[config.mk]
export PLATFORM = sky130hd
export DESIGN_NAME = register_file
export DESIGN_NICKNAME = d
export VERILOG_FILES = /design/src/verilog/rv_isa_pkg.sv /design/src/verilog/register_file.sv
export VERILOG_INCLUDE_DIRS = /design/src /design/src/include
export SDC_FILE = /design/constraint.sdc
export NUM_CORES = 2
export LEC_CHECK = 0
export CORE_MARGIN = 1.5
export CORE_UTILIZATION = 42
export CTS_CLUSTER_SIZE = 40
export DETAILED_ROUTE_END_ITERATION = 8
export DONT_BUFFER_PORTS = 1
export PLACE_DENSITY = 0.66
export SYNTH_ARGS = -nofsm -noshare
export SYNTH_HDL_FRONTEND = slang
export SYNTH_SLANG_ARGS = --single-unit
[constraint.sdc]
create_clock -name clk -period 84.4 [get_ports clk]
set_input_delay 16.88 -clock clk [delete_from_list [all_inputs] [get_ports clk]]
set_output_delay 16.88 -clock clk [all_outputs]
set_load 0.02 [all_outputs]
[src/include/rv_settings.svh]
`ifndef RV_SETTINGS_SVH
`define RV_SETTINGS_SVH

// Data path and architectural registers
`define RV_XLEN 32
`define RV_REG_COUNT 32

// Data memory depth in words
`define RV_DMEM_WORDS 256

// First fetch address
`define RV_RESET_PC 32'h0000_0000

`endif

[src/verilog/rv_isa_pkg.sv]
`include "rv_settings.svh"

package rv_isa_pkg;

    typedef logic [`RV_XLEN-1:0] word_t;
    typedef logic [4:0] reg_addr_t;

    // Major opcodes of the supported subset
    typedef enum logic [6:0] {
        OP     = 7'b0110011,
        OP_IMM = 7'b0010011,
        LUI    = 7'b0110111,
        LOAD   = 7'b0000011,
        STORE  = 7'b0100011,
        BRANCH = 7'b1100011
    } opcode_t;

    // funct3 of OP and OP_IMM
    typedef enum logic [2:0] {
        F3_ADD_SUB = 3'b000,
        F3_SLL     = 3'b001,
        F3_SLT     = 3'b010,
        F3_SLTU    = 3'b011,
        F3_XOR     = 3'b100,
        F3_SRL_SRA = 3'b101,
        F3_OR      = 3'b110,
        F3_AND     = 3'b111
    } funct3_t;

    localparam logic [2:0] F3_BEQ = 3'b000;
    localparam logic [2:0] F3_BNE = 3'b001;

    typedef enum logic [3:0] {
        ALU_ADD, ALU_SUB, ALU_AND, ALU_OR, ALU_XOR, ALU_SLT,
        ALU_SLTU, ALU_SLL, ALU_SRL, ALU_SRA, ALU_PASS_B
    } alu_op_t;

endpackage

[src/verilog/register_file.sv]
`include "rv_settings.svh"

module register_file
    import rv_isa_pkg::*;
(
    input  logic      clk,
    input  logic      reset,
    input  reg_addr_t rs1_addr,
    input  reg_addr_t rs2_addr,
    output word_t     rs1_data,
    output word_t     rs2_data,
    input  logic      write_en,
    input  reg_addr_t write_addr,
    input  word_t     write_data
);

    // x0 has no storage
    word_t [`RV_REG_COUNT-1:1] regs;

    function automatic word_t read_port(reg_addr_t addr);
        if (addr == '0) begin
            return '0;
        end
        // Same-cycle write seen by decode
        if (write_en && addr == write_addr) begin
            return write_data;
        end
        return regs[addr];
    endfunction

    always_ff @(posedge clk or posedge reset) begin
        if (reset) begin
            regs <= '0;
        end else if (write_en && write_addr != '0) begin
            regs[write_addr] <= write_data;
        end
    end

    always_comb begin
        rs1_data = read_port(rs1_addr);
        rs2_data = read_port(rs2_addr);
    end

    assert property (@(posedge clk) disable iff (reset)
        (write_en && write_addr == '0) |=> $stable(regs))
        else $error("write to x0 changed register contents");

endmodule

**Word level (Yosys, flattened, before mapping)**

Index checks and enable logic that the tools add are counted.
Widths: inputs -> output; s select.

- Bits in registers: 992
- Output and inout bits: 64
- Logic and storage cells: 65

- Order comparisons: 4
- Equal/unequal tests: 2
- Muxes and demuxes: 21
- Reductions and logical operators: 7

Operator list:

| kind | count |
|---|---|
| $bwmux 992 | 1 |
| $mux 32 | 11 |
| $bmux 32 s5 | 2 |
| $demux 32 s5 | 1 |
| $lt 5x6->1 const B | 3 |
| $eq 5x5->1 | 2 |
| $logic_not 5->1 | 2 |
| $mux 1 | 6 |
| $ge 5x1->1 const B | 1 |
| $reduce_bool 5->1 | 1 |
| $logic_and 1x1->1 | 4 |

**Longest topological paths before layout**

- Depth after elaboration: 6
- Gate-level depth with buffers: 10
- Mapped depth without buffers: 5

**Worst setup path before layout**

Ideal clock, no wire load.

- Path type: input to output
- Start point: input port rs1_addr[1]
- End point: output port rs1_data[28]
- Arrival: 18,445 ps
- Data required time: 67,520 ps
- Path slack: 49,075 ps
- Stages on the path: 8
- Path buffers: 4
- Path through: buf_2 buf_6 buf_2 buf_2 mux4_2 a22oi_1 o211ai_1 o221a_1

- Word-level cells in the longest chain between the ends: 6
- Elaborated cells on any way between the ends: 11
- Classes of those cells: eq/ne (1); mux (8); reduce/logical (2)

Ends and longest elaborated chain:

| item | RTL line | RTL |
|---|---|---|
| start: declaration | register_file.sv:8 | `input reg_addr_t rs1_addr,` |
| branches (longest 5 deep; another with $bmux 32 s5) | - |  |
| $mux 32 * | register_file.sv:25 | `if (write_en && addr == write_addr) begin` |
| end: declaration | register_file.sv:10 | `output word_t rs1_data,` |

Mark *: on every way between the ends. The select of a mux whose other input is x is not followed.

**Worst setup path after layout**

- Start point: input port rs2_addr[1]
- End point: output port rs2_data[17]

- Word-level cells in the longest chain between the ends: 6
- Elaborated cells on any way between the ends: 11
- Classes of those cells: eq/ne (1); mux (8); reduce/logical (2)

Ends and longest elaborated chain:

| item | RTL line | RTL |
|---|---|---|
| start: declaration | register_file.sv:9 | `input reg_addr_t rs2_addr,` |
| branches (longest 5 deep; another with $bmux 32 s5) | - |  |
| $mux 32 * | register_file.sv:25 |  |
| end: declaration | register_file.sv:11 | `output word_t rs2_data,` |

Marks and branches as above.

==> qor.csv <==
stage,metric,value,unit
yosys,synth_edf_count,0,
sta,clock.fmax,26.9,MHz
sta,layout_setup_ws,47.18,ns
yosys,synth_cells,3843,
drt,drt_iter0_markers,3643,
yosys,yosysTopAreaCell,dfrtp_1,
yosys,synth-seq-cells,992,
global_routing,grt_max_degree,312,
place,place_area,55300,um2
critical_path,path_buf_inv,1,
floorplan,die_x,364,um
sta,finalCritPeriodShare,44.1,%
drt,wl_per_cell,31.8,um
drt,wl_met3,13600,um
global_routing,overflow,0,
cts,clk_pin_slew,0.06,ns
sta,setup_tns,0,ns
sta,slew_headroom,18.1,%
pwr,p_leak,25.2,nW
yosys,netlist-cell-type-count,61,
place,dp_cells,5231,
pwr,p_int,1.02,mW
finish,largest_register,regs,
pwr,p_per_area,23.6,nW/um2
drt,highest_layer,met5,
cts,clk_latency,0.70,ns
finish,largestRegisters,regs (992),
finish,final_nets,3643,
sta,maxSlewViolCount,0,
sta,rsz0062_at_grt,false,
drt,ant_nets,0,
drt,vias,35331,
critical_path,required,67.52,ns
pwr,pwr-share-clk,34.9,%
finish,layout-drive-gt1-share,48.5,%
drt,wl_met2,80900,um
hold_path,worstHoldPathType,reg -> reg,
cts,htree_levels,3,
floorplan,die_h,364,um
yosys,syn_area,54600,um2
critical_path,critPathArrivalTime,20.34,ns
cts,cts.sinks,992,
floorplan,dieArea,132000,um2
critical_path,cpPeakStageDelay,0.97,ns
finish,num_antenna_cells,0,
yosys,synth_async_sr_flop_share,100,%
cts,cts_tree,done,
cts,cts_hold_buf,0,
yosys,synthTopCellsByArea,"dfrtp_1 45%, mux2_2 23%, mux4_2 14%",
finish,fillers,11393,
pwr,p_sw_share,26.5,%
global_routing,grt_pass1_wl,253000,um
yosys,synth_top_area_share,45.5,%
critical_path,crit_fanout,305,
finish,final_cell_area,58800,um2
floorplan,num_rows,132,
place,gp_congestion,0.836,
cts,postCtsSetupRepairBufs,0,
global_routing,grt_pass1_vias,35613,
yosys,yosysWarnings,0,
finish,instances_no_fill,5420,
sta,hold_viol_final,0,
global_routing,grt_usage,26.0,%
finish,area_growth,7.73,%
cts,cts_max_path_buffers,3,
floorplan,pin_count,114,
drt,wl_met1,69200,um
pwr,sequentialPowerShare,45.7,%
sta,worst_pin_slew,1.22,ns
floorplan,initial_utilization,42.2,%
drt,via_per_inst,6.52,
yosys,synth-main-ff-cell,dfrtp_1,
job,timing.max_cap.violations,0,
finish,largest_reg_flops,992,
sta,finalCriticalPeriod,37.22,ns
finish,fin_util,45.5,%
cts,cts_resized,0,
place,hpwl,94800,um
drt,routed_wl,172000,um
yosys,syn-num-nets,3893,
critical_path,worstSetupPathType,in -> out,
drt,first_pass_iters,5,
run_status,outcome,completed,
place,place_worst_setup_slack,47.65,ns
yosys,post_synth.cell_area_avg,14.2,um2
yosys,yosysSeqAreaShare,45.5,%
pwr,power_switching,368,uW
critical_path,cpLargestDelayFamily,simple AND/OR/NAND/NOR gates,
yosys,yosysMostFrequentCell,mux2_2,
cts,clockRootBuffer,clkbuf_16,
critical_path,worst_setup_path_end_kind,output pin,
floorplan,core_area,129000,um2
critical_path,path_cells,xor2_1 > nor3_2 > buf_4 > nor3_1 > a21oi_1,
cts,cts_buffers,102,
drt,drc,0,
sta,skew,0,ns
pwr,power,1.39,mW
sta,hold_slack,0.510,ns
place,portBuffers,0,
critical_path,cp-start-kind,input pin,
sta,setup_violations,0,
yosys,synth_common_cells,"1110 x mux2_2, 992 x dfrtp_1, 342 x mux4_2",
critical_path,slowest_stage,nor3_2,
pwr,pwr-share-comb,19.5,%
pwr,vdd_drop_max,18.2,uV
global_routing,antenna_found_initial,1,
[layout by cell type, fill, tap and decap left out, drive strengths merged, types with 2 or more instances in the layout]
| master | instances |
|---|---|
| mux2 | 1133 |
| dfrtp | 992 |
| mux4 | 352 |
| mux2i | 223 |
| clkbuf | 152 |
| a22oi | 97 |
| nand2 | 87 |
| buf | 67 |
| nor2 | 67 |
| a21oi | 62 |
| nand3 | 53 |
| nor3 | 50 |
| o221a | 50 |
| o22ai | 44 |
| o21ai | 31 |
| clkinv | 20 |
| nor3b | 19 |
| a211oi | 19 |
| o211ai | 16 |
| a22o | 16 |
| o2111ai | 16 |
| or3 | 15 |
| o311ai | 14 |
| a221oi | 14 |
| bufinv | 11 |
| nor2b | 7 |
| xor2 | 6 |
| nand2b | 6 |
| inv | 6 |
| nand3b | 5 |
| xnor2 | 4 |
| clkinvlp | 3 |
| or2 | 3 |
| a32oi | 2 |
| and3b | 2 |
| or3b | 2 |
| and3 | 2 |
| nor4 | 2 |
[area by class of cell]
type                    instances  area, um2  area share, %
repair buffers                 67        528          0.897
well taps                    1742       2180           3.70
clock buffers                 152       3070           5.22
flip-flops and latches        992      24800           42.2
inverters                       3       21.3         0.0362
clock inverters                37        490          0.834
multi-input cells            2427      27700           47.1
[routing by layer]
metal	vias up	GRT usage, %
met5	-	0
met4	2	12.2
met3	409	4.76
met2	1594	41.4
met1	19046	34.5
li1	14280	-
[kinds of logic (layout without fill, tap and decap cells)]
group           count (synthesis)  after routing  synth area share, %
simple gates                  323            323                 2.93
compound gates                386            386                 5.27
xor+xnor                       10             10                0.174
flops                         992            992                 45.5
mux                          1708           1708                 42.0
buf+inv                       424            259                 4.13
[path summary, 6_finish.rpt]
kind                       slack (ns)         from           end  cells after the start
hold / removal                   0.51    regs[369]     regs[369]                      1
setup / recovery                47.18  rs2_addr[1]  rs2_data[17]                      5
hold reg to reg                  0.51    regs[369]     regs[369]                      1
setup reg to reg                83.60    regs[379]     regs[379]                      1
min in group asynchronous       16.20        reset     regs[484]                      1
max in group asynchronous       65.24        reset     regs[116]                      4
[power by group through the flow]
stage               clock (mW)  combinational, mW  sequential, mW
finish                   0.484              0.270           0.634
global route             0.510              0.286           0.647
CTS                      0.489              0.269           0.632
detailed placement           0              0.268           0.640
global placement             0              0.263           0.634
floorplan                    0              0.240           0.622
Power figures use the tool's default switching activity.
