==> src/include/rv_settings.svh <==
`ifndef RV_SETTINGS_SVH
`define RV_SETTINGS_SVH

// Data path and architectural registers
`define RV_XLEN 32
`define RV_REG_COUNT 32

// Data memory depth in words
`define RV_DMEM_WORDS 256

// First fetch address
`define RV_RESET_PC 32'h0000_0000

`endif

==> src/verilog/rv_isa_pkg.sv <==
`include "rv_settings.svh"

package rv_isa_pkg;

    typedef logic [`RV_XLEN-1:0] word_t;
    typedef logic [4:0] reg_addr_t;

    // Major opcodes of the supported subset
    typedef enum logic [6:0] {
        OP     = 7'b0110011,
        OP_IMM = 7'b0010011,
        LUI    = 7'b0110111,
        LOAD   = 7'b0000011,
        STORE  = 7'b0100011,
        BRANCH = 7'b1100011
    } opcode_t;

    // funct3 of OP and OP_IMM
    typedef enum logic [2:0] {
        F3_ADD_SUB = 3'b000,
        F3_SLL     = 3'b001,
        F3_SLT     = 3'b010,
        F3_SLTU    = 3'b011,
        F3_XOR     = 3'b100,
        F3_SRL_SRA = 3'b101,
        F3_OR      = 3'b110,
        F3_AND     = 3'b111
    } funct3_t;

    localparam logic [2:0] F3_BEQ = 3'b000;
    localparam logic [2:0] F3_BNE = 3'b001;

    typedef enum logic [3:0] {
        ALU_ADD, ALU_SUB, ALU_AND, ALU_OR, ALU_XOR, ALU_SLT,
        ALU_SLTU, ALU_SLL, ALU_SRL, ALU_SRA, ALU_PASS_B
    } alu_op_t;

endpackage

==> src/verilog/pipe_pkg.sv <==
package pipe_pkg;

    import rv_isa_pkg::*;

    typedef enum logic [1:0] {
        SRC_B_REG = 2'b00,
        SRC_B_IMM = 2'b01
    } src_b_sel_t;

    typedef enum logic [1:0] {
        FWD_NONE = 2'b00,
        FWD_MEM  = 2'b01,
        FWD_WB   = 2'b10
    } fwd_sel_t;

    typedef enum logic {
        WB_ALU  = 1'b0,
        WB_LOAD = 1'b1
    } wb_sel_t;

    typedef struct packed {
        logic       valid;
        word_t      pc;
        word_t      instr;
    } if_id_t;

    typedef struct packed {
        logic       valid;
        word_t      pc;
        reg_addr_t  rs1;
        reg_addr_t  rs2;
        reg_addr_t  rd;
        word_t      rs1_data;
        word_t      rs2_data;
        word_t      imm;
        alu_op_t    alu_op;
        src_b_sel_t src_b_sel;
        logic       reg_write;
        logic       mem_read;
        logic       mem_write;
        logic       branch;
        logic       branch_ne;
        wb_sel_t    wb_sel;
    } id_ex_t;

    typedef struct packed {
        logic       valid;
        reg_addr_t  rd;
        word_t      alu_result;
        word_t      store_data;
        logic       reg_write;
        logic       mem_read;
        logic       mem_write;
        wb_sel_t    wb_sel;
    } ex_mem_t;

    typedef struct packed {
        logic       valid;
        reg_addr_t  rd;
        word_t      result;
        logic       reg_write;
    } mem_wb_t;

endpackage

==> src/verilog/hazard_unit.sv <==
module hazard_unit
    import rv_isa_pkg::*;
    import pipe_pkg::*;
(
    input  reg_addr_t id_rs1,
    input  reg_addr_t id_rs2,
    input  reg_addr_t ex_rs1,
    input  reg_addr_t ex_rs2,
    input  reg_addr_t ex_rd,
    input  reg_addr_t mem_rd,
    input  reg_addr_t wb_rd,
    input  logic      ex_mem_read,
    input  logic      mem_reg_write,
    input  logic      wb_reg_write,
    input  logic      branch_taken,
    output fwd_sel_t  fwd_a,
    output fwd_sel_t  fwd_b,
    output logic      stall,
    output logic      flush
);

    // Younger result in MEM wins over WB
    function automatic fwd_sel_t pick_source(reg_addr_t src);
        if (src == '0) begin
            return FWD_NONE;
        end
        if (mem_reg_write && mem_rd == src) begin
            return FWD_MEM;
        end
        if (wb_reg_write && wb_rd == src) begin
            return FWD_WB;
        end
        return FWD_NONE;
    endfunction

    always_comb begin
        fwd_a = pick_source(ex_rs1);
        fwd_b = pick_source(ex_rs2);
    end

    // Load data is not ready until WB
    assign stall = ex_mem_read && ex_rd != '0 && (ex_rd == id_rs1 || ex_rd == id_rs2);
    assign flush = branch_taken;

    // Decode never marks one instruction as both load and branch
    always_comb begin
        assert final (!(stall && flush))
            else $error("load-use stall and branch flush in the same cycle");
    end

endmodule

==> config.mk <==
export PLATFORM = sky130hd
export DESIGN_NAME = hazard_unit
export DESIGN_NICKNAME = d
export VERILOG_FILES = /design/src/verilog/rv_isa_pkg.sv /design/src/verilog/pipe_pkg.sv /design/src/verilog/hazard_unit.sv
export VERILOG_INCLUDE_DIRS = /design/src /design/src/include
export SDC_FILE = /design/constraint.sdc
export NUM_CORES = 1
export LEC_CHECK = 0
export BUFFER_PORTS_ARGS = -buffer_cell sky130_fd_sc_hd__buf_2
export CAP_MARGIN = 20
export CORE_AREA = 3 3 40 42
export DETAILED_ROUTE_END_ITERATION = 6
export DIE_AREA = 0 0 43 45
export PLACE_DENSITY = 0.78
export SYNTH_ARGS = -nofsm -noshare
export SYNTH_HDL_FRONTEND = slang
export SYNTH_SLANG_ARGS = --single-unit
export TNS_END_PERCENT = 1
==> constraint.sdc <==
create_clock -name vclk -period 0.8
set_input_delay 0.08 -clock vclk [all_inputs]
set_output_delay 0.08 -clock vclk [all_outputs]
set_load 0.02 [all_outputs]
# Yosys cells after proc, flatten, opt, wreduce, memory -nomap -nowiden
# Cells that the tools add are included.
# totals
regBits,0
inputBits,39
out_inout_bits,6
elab_cells,40
# classes
n_eq_ne,6
muxes,24
reduce_logical,10
# op_table
operator,count
$eq 5x5->1,6
$mux 2,12
$mux 1,12
$logic_not 5->1,2
$logic_and 1x1->1,6
$reduce_bool 5->1,1
$logic_or 1x1->1,1

# Depth between registers and ports, before layout
# depth
word_depth,9
ltp_mapped,4
mapped_depth_nobuf,4

# Worst setup path before layout
# No wires, ideal clock.
# synth_timing
path_kind,input port to output port
start,input mem_rd[1]
end,output fwd_a[0]
arrival_ns,0.894
required_ns,0.720
path_slack_ns,-0.174
path_stages,4
n_path_buf,0
cell_sequence,xor2_1 nor4_1 nand3_1 nor2_1
# synth_via
elab_chain_len,7
word_cells_on_any_way,9
cone_classes,eq/ne: 1; mux: 7; reduce/logical: 1
# synth_lines
item,line,text
from (decl),hazard_unit.sv:10,"input reg_addr_t mem_rd,"
$eq 5x5->1 *,hazard_unit.sv:27,if (mem_reg_write && mem_rd == src) begin
$logic_and 1x1->1 *,hazard_unit.sv:27,
$mux 2,hazard_unit.sv:27,
$mux 2,hazard_unit.sv:30,if (wb_reg_write && wb_rd == src) begin
$mux 2,hazard_unit.sv:33,return FWD_NONE;
$mux 2 *,hazard_unit.sv:30,
$mux 2 *,hazard_unit.sv:27,
to (decl),hazard_unit.sv:16,"output fwd_sel_t fwd_a,"
# Every way passes the cells marked *; elsewhere a longest branch is shown, timed or not. The select of a mux whose other input is x is not followed.

# Worst setup path after layout
# layout_timing
start,input ex_rs1[1]
end,output fwd_a[1]
# layout_via
elab_chain_len,8
word_cells_on_any_way,16
cone_classes,eq/ne: 2; mux: 11; reduce/logical: 3
# layout_lines
item,line,text
from (decl),hazard_unit.sv:7,"input reg_addr_t ex_rs1,"
$eq 5x5->1,hazard_unit.sv:30,
$logic_and 1x1->1,hazard_unit.sv:30,
$mux 1 (2 in series),hazard_unit.sv:30,
$mux 1,hazard_unit.sv:27,
$mux 2,hazard_unit.sv:33,
$mux 2,hazard_unit.sv:30,
$mux 2 *,hazard_unit.sv:27,
# Marked as above.

==> run_results.csv <==
group,metric,value,unit
final_layout,fin_util,0.650,
global_route,globalRouteOverflowTotal,0,
synth,yosysUniqueCellTypes,15,
timing,rsz0062_at_grt,"true",
timing,maxSlewHeadroom,0.836,
final_layout,area_delta_synth_final,93.1,%
setup_path,worstSetupStartpointType,"primary input",
pwr,peakVddDrop,0.208,mV
synth,ys_seq_area_frac,0,
global_route,antenna_found_initial,0,
final_layout,final_area,836,µm²
synth,synth_area_leaders,"xnor2_1 (32%), xor2_1 (28%), nor4b_2 (6.9%)",
global_route,use_met1,0.143,
synth,yosys_warnings,0,
floorplan,ioPinCount,45,
outcome,violations,"negative setup slack",
place,place_congestion,0.788,
pwr,power,0.412,mW
floorplan,die_y,45,µm
timing,drv_slew,0,
final_layout,drive_above_1_share,0.623,
synth,yosys.area.top_type,"xnor2_1",
detailed_routing,first_pass_iters,2,
detailed_routing,dr.first_iter.drc_count,3,
place,portBuffers,43,
timing,timing.final.crit_share,1.50,
place,placed_area,736,µm²
final_layout,fillers,106,
detailed_routing,ant_nets,0,
synth,synth_fp_nets,93,
detailed_routing,wl_per_cell,12.0,µm
setup_path,crit_path_end_kind,"output port",
floorplan,rows,13,
synth,yosysTopAreaCellShare,0.324,
pwr,power.density,493,nW/µm²
job,cap_violations,0,
final_layout,clockBufferCount,0,
detailed_routing,wl,1.46,mm
synth,synth_cells,54,
final_layout,seq_area,0,µm²
detailed_routing,drc,0,
global_route,grt_max_degree,4,
global_route,met2_usage,0.347,
synth,synth_area,433,µm²
timing,tightest_slew,0.244,ns
outcome,outcome,"complete, but fails checks",
timing,setup_violations,5,
detailed_routing,vias,585,
timing,fin_ws,-0.400,ns
synth,syn_area_per_cell,8.02,µm²
clock_network,ctsHoldBuffers,0,
setup_path,max_stage_delay,0.29,ns
place,place_hpwl,1.23,mm
floorplan,initial_core_util,0.337,
setup_path,arrival,1.12,ns
setup_path,crit_path_max_fanout,3,
floorplan,core,1280,µm²
global_route,grt_pass1_wl,2.31,mm
global_route,top_usage_layer,"met2",
timing,period_needed,1.20,ns
global_route,met3_usage,0.0120,
floorplan,dieArea,1940,µm²
setup_path,cpMaxStageDelayCell,"nor4_2",
setup_path,critPathKind,"in -> out",
setup_path,crit_family,"simple AND/OR/NAND/NOR gates",
setup_path,required,0.72,ns
final_layout,seq_cell_count,0,
timing,hold_viol_final,0,
final_layout,final_nets,147,
floorplan,die_w,43,µm
final_layout,diodes,0,
hold_path,hold_class,"in -> out",
global_route,track_usage,0.151,
detailed_routing,via_per_inst,4.83,
pwr,p_leak,0.385,nW
timing,fmax,834,MHz
global_route,grt_pass1_vias,592,
setup_path,crit_chain,"buf_2 -> xor2_1 -> nor4_2 -> nand3_1 -> nor4b_4 -> buf_4",
setup_path,critical_path_buf_inv_count,2,
==> layout make-up <==
cell class,instances,area [µm²],share of cell area
Multi-Input combinational cell,53,475,0.569
Timing Repair Buffer,53,342,0.409
Tap cell,15,18.8,0.0225
==> timing repair <==
item / CTS / global route
endpoints found under the setup margin: 5 / 5
pin swaps: 5 / 7
setup buffers: 0 / 1
gates resized for setup: 8 / 11
==> routing by layer <==
metal | wire length (µm) | vias up
li1 | - | 290
met1 | 426 | 260
met2 | 893 | 35
met3 | 138 | 0
met4 | 0 | 0
met5 | 0 | -
==> report_power, final <==
part           total, mW  switching, mW  internal, mW  leakage, nW
sequential             0              0             0            0
combinational      0.412          0.182         0.230        0.385
clock                  0              0             0            0
==> synth_stat cells <==
| cell | n |
|---|---|
| a21oi_1 | 1 |
| buf_4 | 1 |
| nand2_1 | 2 |
| nand3_1 | 4 |
| nand4_1 | 2 |
| nor2_1 | 2 |
| nor2_4 | 2 |
| nor3_1 | 2 |
| nor4_1 | 2 |
| nor4b_2 | 2 |
| o21ai_1 | 1 |
| or4_1 | 1 |
| or4_4 | 2 |
| xnor2_1 | 16 |
| xor2_1 | 14 |
==> final timing paths <==
check	startpoint	slack, ns	end	cells after the start
worst max-delay path	ex_rs1[1]	-0.40	fwd_a[1]	6
worst min-delay path	branch_taken	0.16	flush	0
==> placed cells by master, fill, tap and decap left out <==
| cell | synthesis | layout |
|---|---|---|
| a21oi_2 | 0 | 1 |
| buf_2 | 0 | 33 |
| buf_4 | 1 | 14 |
| buf_6 | 0 | 5 |
| buf_8 | 0 | 1 |
| nand2_1 | 2 | 2 |
| nand3_1 | 4 | 4 |
| nand4_1 | 2 | 2 |
| nor2_2 | 0 | 2 |
| nor2_4 | 2 | 2 |
| nor3_1 | 2 | 2 |
| nor4_2 | 0 | 2 |
| nor4b_4 | 0 | 2 |
| o21ai_2 | 0 | 1 |
| or4_1 | 1 | 1 |
| or4_4 | 2 | 2 |
| xnor2_1 | 16 | 16 |
| xor2_1 | 14 | 13 |
| xor2_2 | 0 | 1 |
==> logic make-up (layout without fill, tap and decap cells) <==
group,Yosys count,count (layout),share of synthesized area
buffers and inverters,1,53,0.0173
xor gates and xnor gates,30,30,0.607
AOI/OAI and AO/OA,2,2,0.0231
and+or+nand+nor,21,21,0.353
==> per-stage QoR <==
stage,setup TNS [ns],instances,hold WS [ns],worst slack [ns]
global route,-2.09,121,0.160,-0.459
CTS,-1.83,120,0.160,-0.410
floorplan,-0.541,54,0.273,-0.111
finish,-1.87,121,0.160,-0.400
global placement,-1.86,120,0.160,-0.417
detailed placement,-2.06,120,0.160,-0.476
Power figures use the tool's default switching activity.
