===== src/include/rv_settings.svh =====
`ifndef RV_SETTINGS_SVH
`define RV_SETTINGS_SVH

// Data path and architectural registers
`define RV_XLEN 32
`define RV_REG_COUNT 32

// Data memory depth in words
`define RV_DMEM_WORDS 256

// First fetch address
`define RV_RESET_PC 32'h0000_0000

`endif


===== src/verilog/rv_isa_pkg.sv =====
`include "rv_settings.svh"

package rv_isa_pkg;

    typedef logic [`RV_XLEN-1:0] word_t;
    typedef logic [4:0] reg_addr_t;

    // Major opcodes of the supported subset
    typedef enum logic [6:0] {
        OP     = 7'b0110011,
        OP_IMM = 7'b0010011,
        LUI    = 7'b0110111,
        LOAD   = 7'b0000011,
        STORE  = 7'b0100011,
        BRANCH = 7'b1100011
    } opcode_t;

    // funct3 of OP and OP_IMM
    typedef enum logic [2:0] {
        F3_ADD_SUB = 3'b000,
        F3_SLL     = 3'b001,
        F3_SLT     = 3'b010,
        F3_SLTU    = 3'b011,
        F3_XOR     = 3'b100,
        F3_SRL_SRA = 3'b101,
        F3_OR      = 3'b110,
        F3_AND     = 3'b111
    } funct3_t;

    localparam logic [2:0] F3_BEQ = 3'b000;
    localparam logic [2:0] F3_BNE = 3'b001;

    typedef enum logic [3:0] {
        ALU_ADD, ALU_SUB, ALU_AND, ALU_OR, ALU_XOR, ALU_SLT,
        ALU_SLTU, ALU_SLL, ALU_SRL, ALU_SRA, ALU_PASS_B
    } alu_op_t;

endpackage


===== src/verilog/pipe_pkg.sv =====
package pipe_pkg;

    import rv_isa_pkg::*;

    typedef enum logic [1:0] {
        SRC_B_REG = 2'b00,
        SRC_B_IMM = 2'b01
    } src_b_sel_t;

    typedef enum logic [1:0] {
        FWD_NONE = 2'b00,
        FWD_MEM  = 2'b01,
        FWD_WB   = 2'b10
    } fwd_sel_t;

    typedef enum logic {
        WB_ALU  = 1'b0,
        WB_LOAD = 1'b1
    } wb_sel_t;

    typedef struct packed {
        logic       valid;
        word_t      pc;
        word_t      instr;
    } if_id_t;

    typedef struct packed {
        logic       valid;
        word_t      pc;
        reg_addr_t  rs1;
        reg_addr_t  rs2;
        reg_addr_t  rd;
        word_t      rs1_data;
        word_t      rs2_data;
        word_t      imm;
        alu_op_t    alu_op;
        src_b_sel_t src_b_sel;
        logic       reg_write;
        logic       mem_read;
        logic       mem_write;
        logic       branch;
        logic       branch_ne;
        wb_sel_t    wb_sel;
    } id_ex_t;

    typedef struct packed {
        logic       valid;
        reg_addr_t  rd;
        word_t      alu_result;
        word_t      store_data;
        logic       reg_write;
        logic       mem_read;
        logic       mem_write;
        wb_sel_t    wb_sel;
    } ex_mem_t;

    typedef struct packed {
        logic       valid;
        reg_addr_t  rd;
        word_t      result;
        logic       reg_write;
    } mem_wb_t;

endpackage


===== src/verilog/decode_unit.sv =====
`include "rv_settings.svh"

module decode_unit
    import rv_isa_pkg::*;
    import pipe_pkg::*;
(
    input  word_t      instr,
    output reg_addr_t  rs1,
    output reg_addr_t  rs2,
    output reg_addr_t  rd,
    output word_t      imm,
    output alu_op_t    alu_op,
    output src_b_sel_t src_b_sel,
    output logic       reg_write,
    output logic       mem_read,
    output logic       mem_write,
    output logic       branch,
    output logic       branch_ne,
    output wb_sel_t    wb_sel
);

    opcode_t opcode;
    funct3_t funct3;
    logic    funct7_5;
    word_t   imm_i;
    word_t   imm_s;
    word_t   imm_b;
    word_t   imm_u;

    function automatic alu_op_t alu_from_funct(funct3_t f3, logic alt);
        case (f3)
            F3_ADD_SUB: return alt ? ALU_SUB : ALU_ADD;
            F3_SLL:     return ALU_SLL;
            F3_SLT:     return ALU_SLT;
            F3_SLTU:    return ALU_SLTU;
            F3_XOR:     return ALU_XOR;
            F3_SRL_SRA: return alt ? ALU_SRA : ALU_SRL;
            F3_OR:      return ALU_OR;
            default:    return ALU_AND;
        endcase
    endfunction

    assign opcode   = opcode_t'(instr[6:0]);
    assign funct3   = funct3_t'(instr[14:12]);
    assign funct7_5 = instr[30];
    assign rs1      = instr[19:15];
    assign rs2      = instr[24:20];
    assign rd       = instr[11:7];

    assign imm_i = {{(`RV_XLEN-12){instr[31]}}, instr[31:20]};
    assign imm_s = {{(`RV_XLEN-12){instr[31]}}, instr[31:25], instr[11:7]};
    assign imm_b = {{(`RV_XLEN-13){instr[31]}}, instr[31], instr[7], instr[30:25],
                    instr[11:8], 1'b0};
    assign imm_u = {instr[31:12], 12'b0};

    always_comb begin
        imm       = '0;
        alu_op    = ALU_ADD;
        src_b_sel = SRC_B_REG;
        reg_write = 1'b0;
        mem_read  = 1'b0;
        mem_write = 1'b0;
        branch    = 1'b0;
        branch_ne = 1'b0;
        wb_sel    = WB_ALU;
        case (opcode)
            OP: begin
                reg_write = 1'b1;
                alu_op    = alu_from_funct(funct3, funct7_5);
            end
            OP_IMM: begin
                // Bit 30 is immediate data except for srai
                reg_write = 1'b1;
                src_b_sel = SRC_B_IMM;
                imm       = imm_i;
                alu_op    = alu_from_funct(funct3, funct7_5 && funct3 == F3_SRL_SRA);
            end
            LUI: begin
                reg_write = 1'b1;
                src_b_sel = SRC_B_IMM;
                imm       = imm_u;
                alu_op    = ALU_PASS_B;
            end
            LOAD: begin
                reg_write = 1'b1;
                mem_read  = 1'b1;
                src_b_sel = SRC_B_IMM;
                imm       = imm_i;
                wb_sel    = WB_LOAD;
            end
            STORE: begin
                mem_write = 1'b1;
                src_b_sel = SRC_B_IMM;
                imm       = imm_s;
            end
            BRANCH: begin
                if (instr[14:12] == F3_BEQ || instr[14:12] == F3_BNE) begin
                    branch    = 1'b1;
                    branch_ne = (instr[14:12] == F3_BNE);
                    imm       = imm_b;
                    alu_op    = ALU_SUB;
                end
            end
            default: begin
            end
        endcase
    end

endmodule


===== config.mk =====
export PLATFORM = sky130hd
export DESIGN_NAME = decode_unit
export DESIGN_NICKNAME = d
export VERILOG_FILES = /design/src/verilog/rv_isa_pkg.sv /design/src/verilog/pipe_pkg.sv /design/src/verilog/decode_unit.sv
export VERILOG_INCLUDE_DIRS = /design/src /design/src/include
export SDC_FILE = /design/constraint.sdc
export NUM_CORES = 1
export LEC_CHECK = 0
export BUFFER_PORTS_ARGS = -buffer_cell sky130_fd_sc_hd__buf_2
export CAP_MARGIN = 20
export CORE_MARGIN = 2
export CORE_UTILIZATION = 38
export DETAILED_ROUTE_END_ITERATION = 6
export PLACE_DENSITY_LB_ADDON = 0.1
export SYNTH_ARGS = -nofsm -noshare
export SYNTH_HDL_FRONTEND = slang
export SYNTH_SLANG_ARGS = --single-unit

===== constraint.sdc =====
create_clock -name vclk -period 1.9
set_input_delay 0.19 -clock vclk [all_inputs]
set_output_delay 0.19 -clock vclk [all_outputs]
set_load 0.05 [all_outputs]

### Word-level counts from Yosys, hierarchy flattened

Cells that the tools add are included.

* input port bits: 32
* bits in latches: 0
* ROM bits: 0
* memory bits (writable): 0
* output and inout bits: 59
* register bits after elaboration: 0
* memories kept: 0
* logic and storage cells: 36

* reductions and logical operators: 6
* equality and inequality tests: 12
* div/mod/pow operators: 0
* shift-type cells: 0
* multipliers: 0
* order comparisons: 0
* add/sub/neg operators: 0
* bitwise operators: 0
* multiplexer cells: 18

Operators by type and width (count)
* 32-bit case mux with 4 select lines: 1
* 4-bit case mux with 7 select lines: 2
* 32-bit 2-to-1 mux: 1
* 7-bit by 6-bit == test with 1-bit output (second input constant): 3
* 4-bit case mux with 4 select lines: 1
* 1-bit 2-to-1 mux: 13
* 3-bit == test (second input constant): 3
* 4-bit OR reduction: 2
* 7-bit by 2-bit == test with 1-bit output (second input constant): 1
* 7-bit by 5-bit == test with 1-bit output (second input constant): 1
* 7-bit == test (second input constant): 1
* 3-bit by 2-bit == test with 1-bit output (second input constant): 2
* 3-bit by 1-bit == test with 1-bit output (second input constant): 1
* 3-bit zero test: 1
* 2-bit OR reduction: 1
* 1-bit logical AND: 1
* 1-bit logical OR: 1

### Longest topological paths before layout

* depth in word-level cells: 5
* depth in mapped cells: 5
* gate-level depth less buffers: 3

### Least setup slack after synthesis

OpenSTA, ideal clock, no wires.

* kind: input to output
* start: input port instr[2]
* end: output port wb_sel
* slack: -842 ps
* buffers on the path: 2
* stages: 4
* data required time: 1710 ps
* arrival time: 2552 ps
* path through: nand4bb_4 buf_2 nor4_1 buf_4

* word-level cells in the longest chain between the ends: 2

RTL lines
* start: declaration: RTL line decode_unit.sv:7 `input word_t instr,`
* 7-bit by 2-bit == test with 1-bit output
* 1-bit 2-to-1 mux
* end: declaration: RTL line decode_unit.sv:19 `output wb_sel_t wb_sel`

No other way between the ends.

### Worst setup path in the final report

* start: input port instr[2]
* end: output port alu_op[0]

* word-level cells in the longest chain between the ends: 2
* elaborated cells between the ends (all ways): 5
* those cells by class: 4 x eq/ne; 1 x mux

RTL lines
* 7-bit == test (tied with other cells): RTL line decode_unit.sv:66 `case (opcode)`
* 4-bit case mux with 4 select lines (*): RTL line decode_unit.sv:66
* end: declaration: RTL line decode_unit.sv:12 `output alu_op_t alu_op,`

Every way passes the cells marked *; elsewhere a longest branch is shown, timed or not.

==> results.py <==
metrics = {
    "routing": {
        "vias": 1023,
        "dr.pass1.iters": 4,
        "ant_nets": 0,
        "drt_iter0_markers": 20,
        "wl_per_cell_um": 11.7,
        "drc_errors": 0,
        "drt_wl_total_mm": 2.42,
        "via_per_inst": 4.97,
    },
    "placed_design": {
        "placed_area_mm2": 0.00116,
        "dp_slack_ps": 114,
        "place_congestion": 0.844,
        "io_buffers": 90,
        "post-dp-hpwl_mm": 2.00,
    },
    "global_routing": {
        "grt_util_all_layers_pct": 18.8,
        "grt_pass1_vias": 881,
        "grt_pass1_wl_mm": 3.85,
        "overflow": 0,
        "grt_antenna_before_repair": 0,
        "grt_max_degree": 20,
    },
    "synthesis": {
        "syn_area_um2": 764,
        "yosysUniqueCellTypes": 37,
        "postSynthCellCount": 104,
        "yosysSeqAreaShare_pct": 0,
        "avgSynthCellArea_um2": 7.35,
        "ys_warn_count": 0,
        "syn-num-nets": 136,
    },
    "finish": {
        "clock_buffers": 0,
        "num_antenna_cells": 0,
        "fillers": 203,
        "postLayoutCoreUtil_pct": 60.4,
        "regArea_um2": 0,
        "seq_cells": 0,
        "nets": 213,
        "fin_area_mm2": 0.00116,
        "area_growth_pct": 51.9,
        "drive_gt1_share_pct": 62.0,
    },
    "critical_path": {
        "worstSetupPathType": "input pin to primary output",
        "critPathCaptureType": "primary output",
        "critPathArrivalTime_ps": 1600,
        "critPathLaunchType": "input pin",
        "cp_cell_sequence": "buf_2, nand4bb_4, or3b_4, o31ai_2, buf_2",
        "worst_path_most_repeated_cell": "buf_2",
        "cp_slowest_cell": "or3b_4",
        "critPathMaxStageDelay_ps": 440,
        "cp_max_fo": 4,
        "crit_required_ps": 1710,
    },
    "floorplan": {
        "start_util_pct": 39.8,
        "die_w_um": 48.9,
        "dieArea_mm2": 0.00239,
        "num_rows": 16,
        "ioPinCount": 91,
        "die_h_um": 48.9,
        "core_area_mm2": 0.00192,
    },
    "clocking": {
        "ctsResizeCount": 0,
        "cts_setup_buffers": 0,
        "cts_hold_buf": 0,
    },
    "power_and_ir_drop": {
        "combinationalPowerShare_pct": 100.0,
        "ir_worst_vdd_mv": 0.133,
        "clockPowerShare_pct": 0,
        "p_int_mw": 0.0790,
        "p_leak_nw": 0.847,
        "cellPowerDensity_mw_per_mm2": 213,
        "seqPwrFrac_pct": 0,
        "total_power_mw": 0.247,
        "switching_share_pct": 68.0,
        "p_switching_mw": 0.168,
    },
    "timing": {
        "fmax_ghz": 0.558,
        "fin_ws_ps": 107,
        "slew_violations": 0,
        "setup_violations": 0,
        "rsz0062_at_grt": "no",
        "finalHoldViolCount": 0,
        "period_minus_slack_ps": 1790,
        "fin_crit_sh_pct": 94.4,
    },
    "job": {
        "cap_violations": 0,
    },
    "outcome": {
        "status": "complete, no violations",
    },
    "min_path": {
        "holdCritPathClass": "input pin to primary output",
    },
}
==> layer usage <==
metal | up-vias | track usage [%] | share of wire [%]
li1 | 505 | - | -
met2 | 51 | 36.3 | 49
met4 | 0 | 0.476 | 0
met3 | 0 | 0.613 | 7.2
met1 | 467 | 24.3 | 44
met5 | - | 0 | 0
==> through the flow <==
| stage | setup TNS, ps | hold slack [ps] | instances |
|---|---|---|---|
| final | 0 | 684 | 206 |
| after global routing | 0 | 685 | 206 |
| after CTS | 0 | 684 | 206 |
| after detailed placement | 0 | 684 | 206 |
| after global placement | 0 | 683 | 206 |
| after floorplan | -275 | 488 | 104 |
==> area by class of cell <==
type	count	area, um^2	area share, %
inverters	4	15.0	1.29
multi-input cells	75	587	50.5
well taps	27	33.8	2.91
repair buffers	100	526	45.3
==> power groups by stage <==
stage | Sequential [mW] | Clock (mW) | Combinational [mW]
2_1_floorplan | 0 | 0 | 0.186
3_3_place_gp | 0 | 0 | 0.245
3_5_place_dp | 0 | 0 | 0.247
4_1_cts | 0 | 0 | 0.247
5_1_grt | 0 | 0 | 0.262
6_report | 0 | 0 | 0.247
==> Yosys cell counts, types with 2 or more instances <==
cell type  number  area share, %
nand2_1         2           0.98
nor2_1          9            4.4
buf_2           4            2.6
and2_1          7            5.7
buf_4          20             20
a32oi_1         4            4.6
a21o_1         19             19
inv_1           4            2.0
nor2b_1         3            2.5
a21oi_1         2            1.3
nor3_1          4            2.6
==> placed cells by master (no fill, tap or decap), drive strengths merged, types with 2 or more instances in the layout <==
cell type,netlist,layout
buf,24,100
a21o,19,19
nor2,10,10
and2,7,7
inv,4,4
nor3,4,4
a32oi,4,4
nor2b,3,3
nor3b,2,2
nand2,2,2
a21oi,2,2
nand4bb,2,2
==> worst paths after layout <==
| check | end | cells past startpoint | slack (ps) | from |
|---|---|---|---|---|
| setup / recovery | alu_op[0] | 5 | 110 | instr[2] |
| hold / removal | rs1[0] | 2 | 680 | instr[15] |
==> logic make-up (layout without fill, tap and decap cells) <==
family,Yosys count,in the layout,synth area share [%]
mux,2,2,3.27
buf+inv,29,104,24.7
simple gates,39,39,37.3
xor+xnor,2,2,2.29
compound gates,31,31,31.9
other cells,1,1,0.491
==> critical path, delay by kind of cell <==
kind            cells  cell delay [ps]
simple gates        2              710
compound gates      1              260
buf+inv             2              440
No activity file was read; power rests on OpenSTA's default activity.
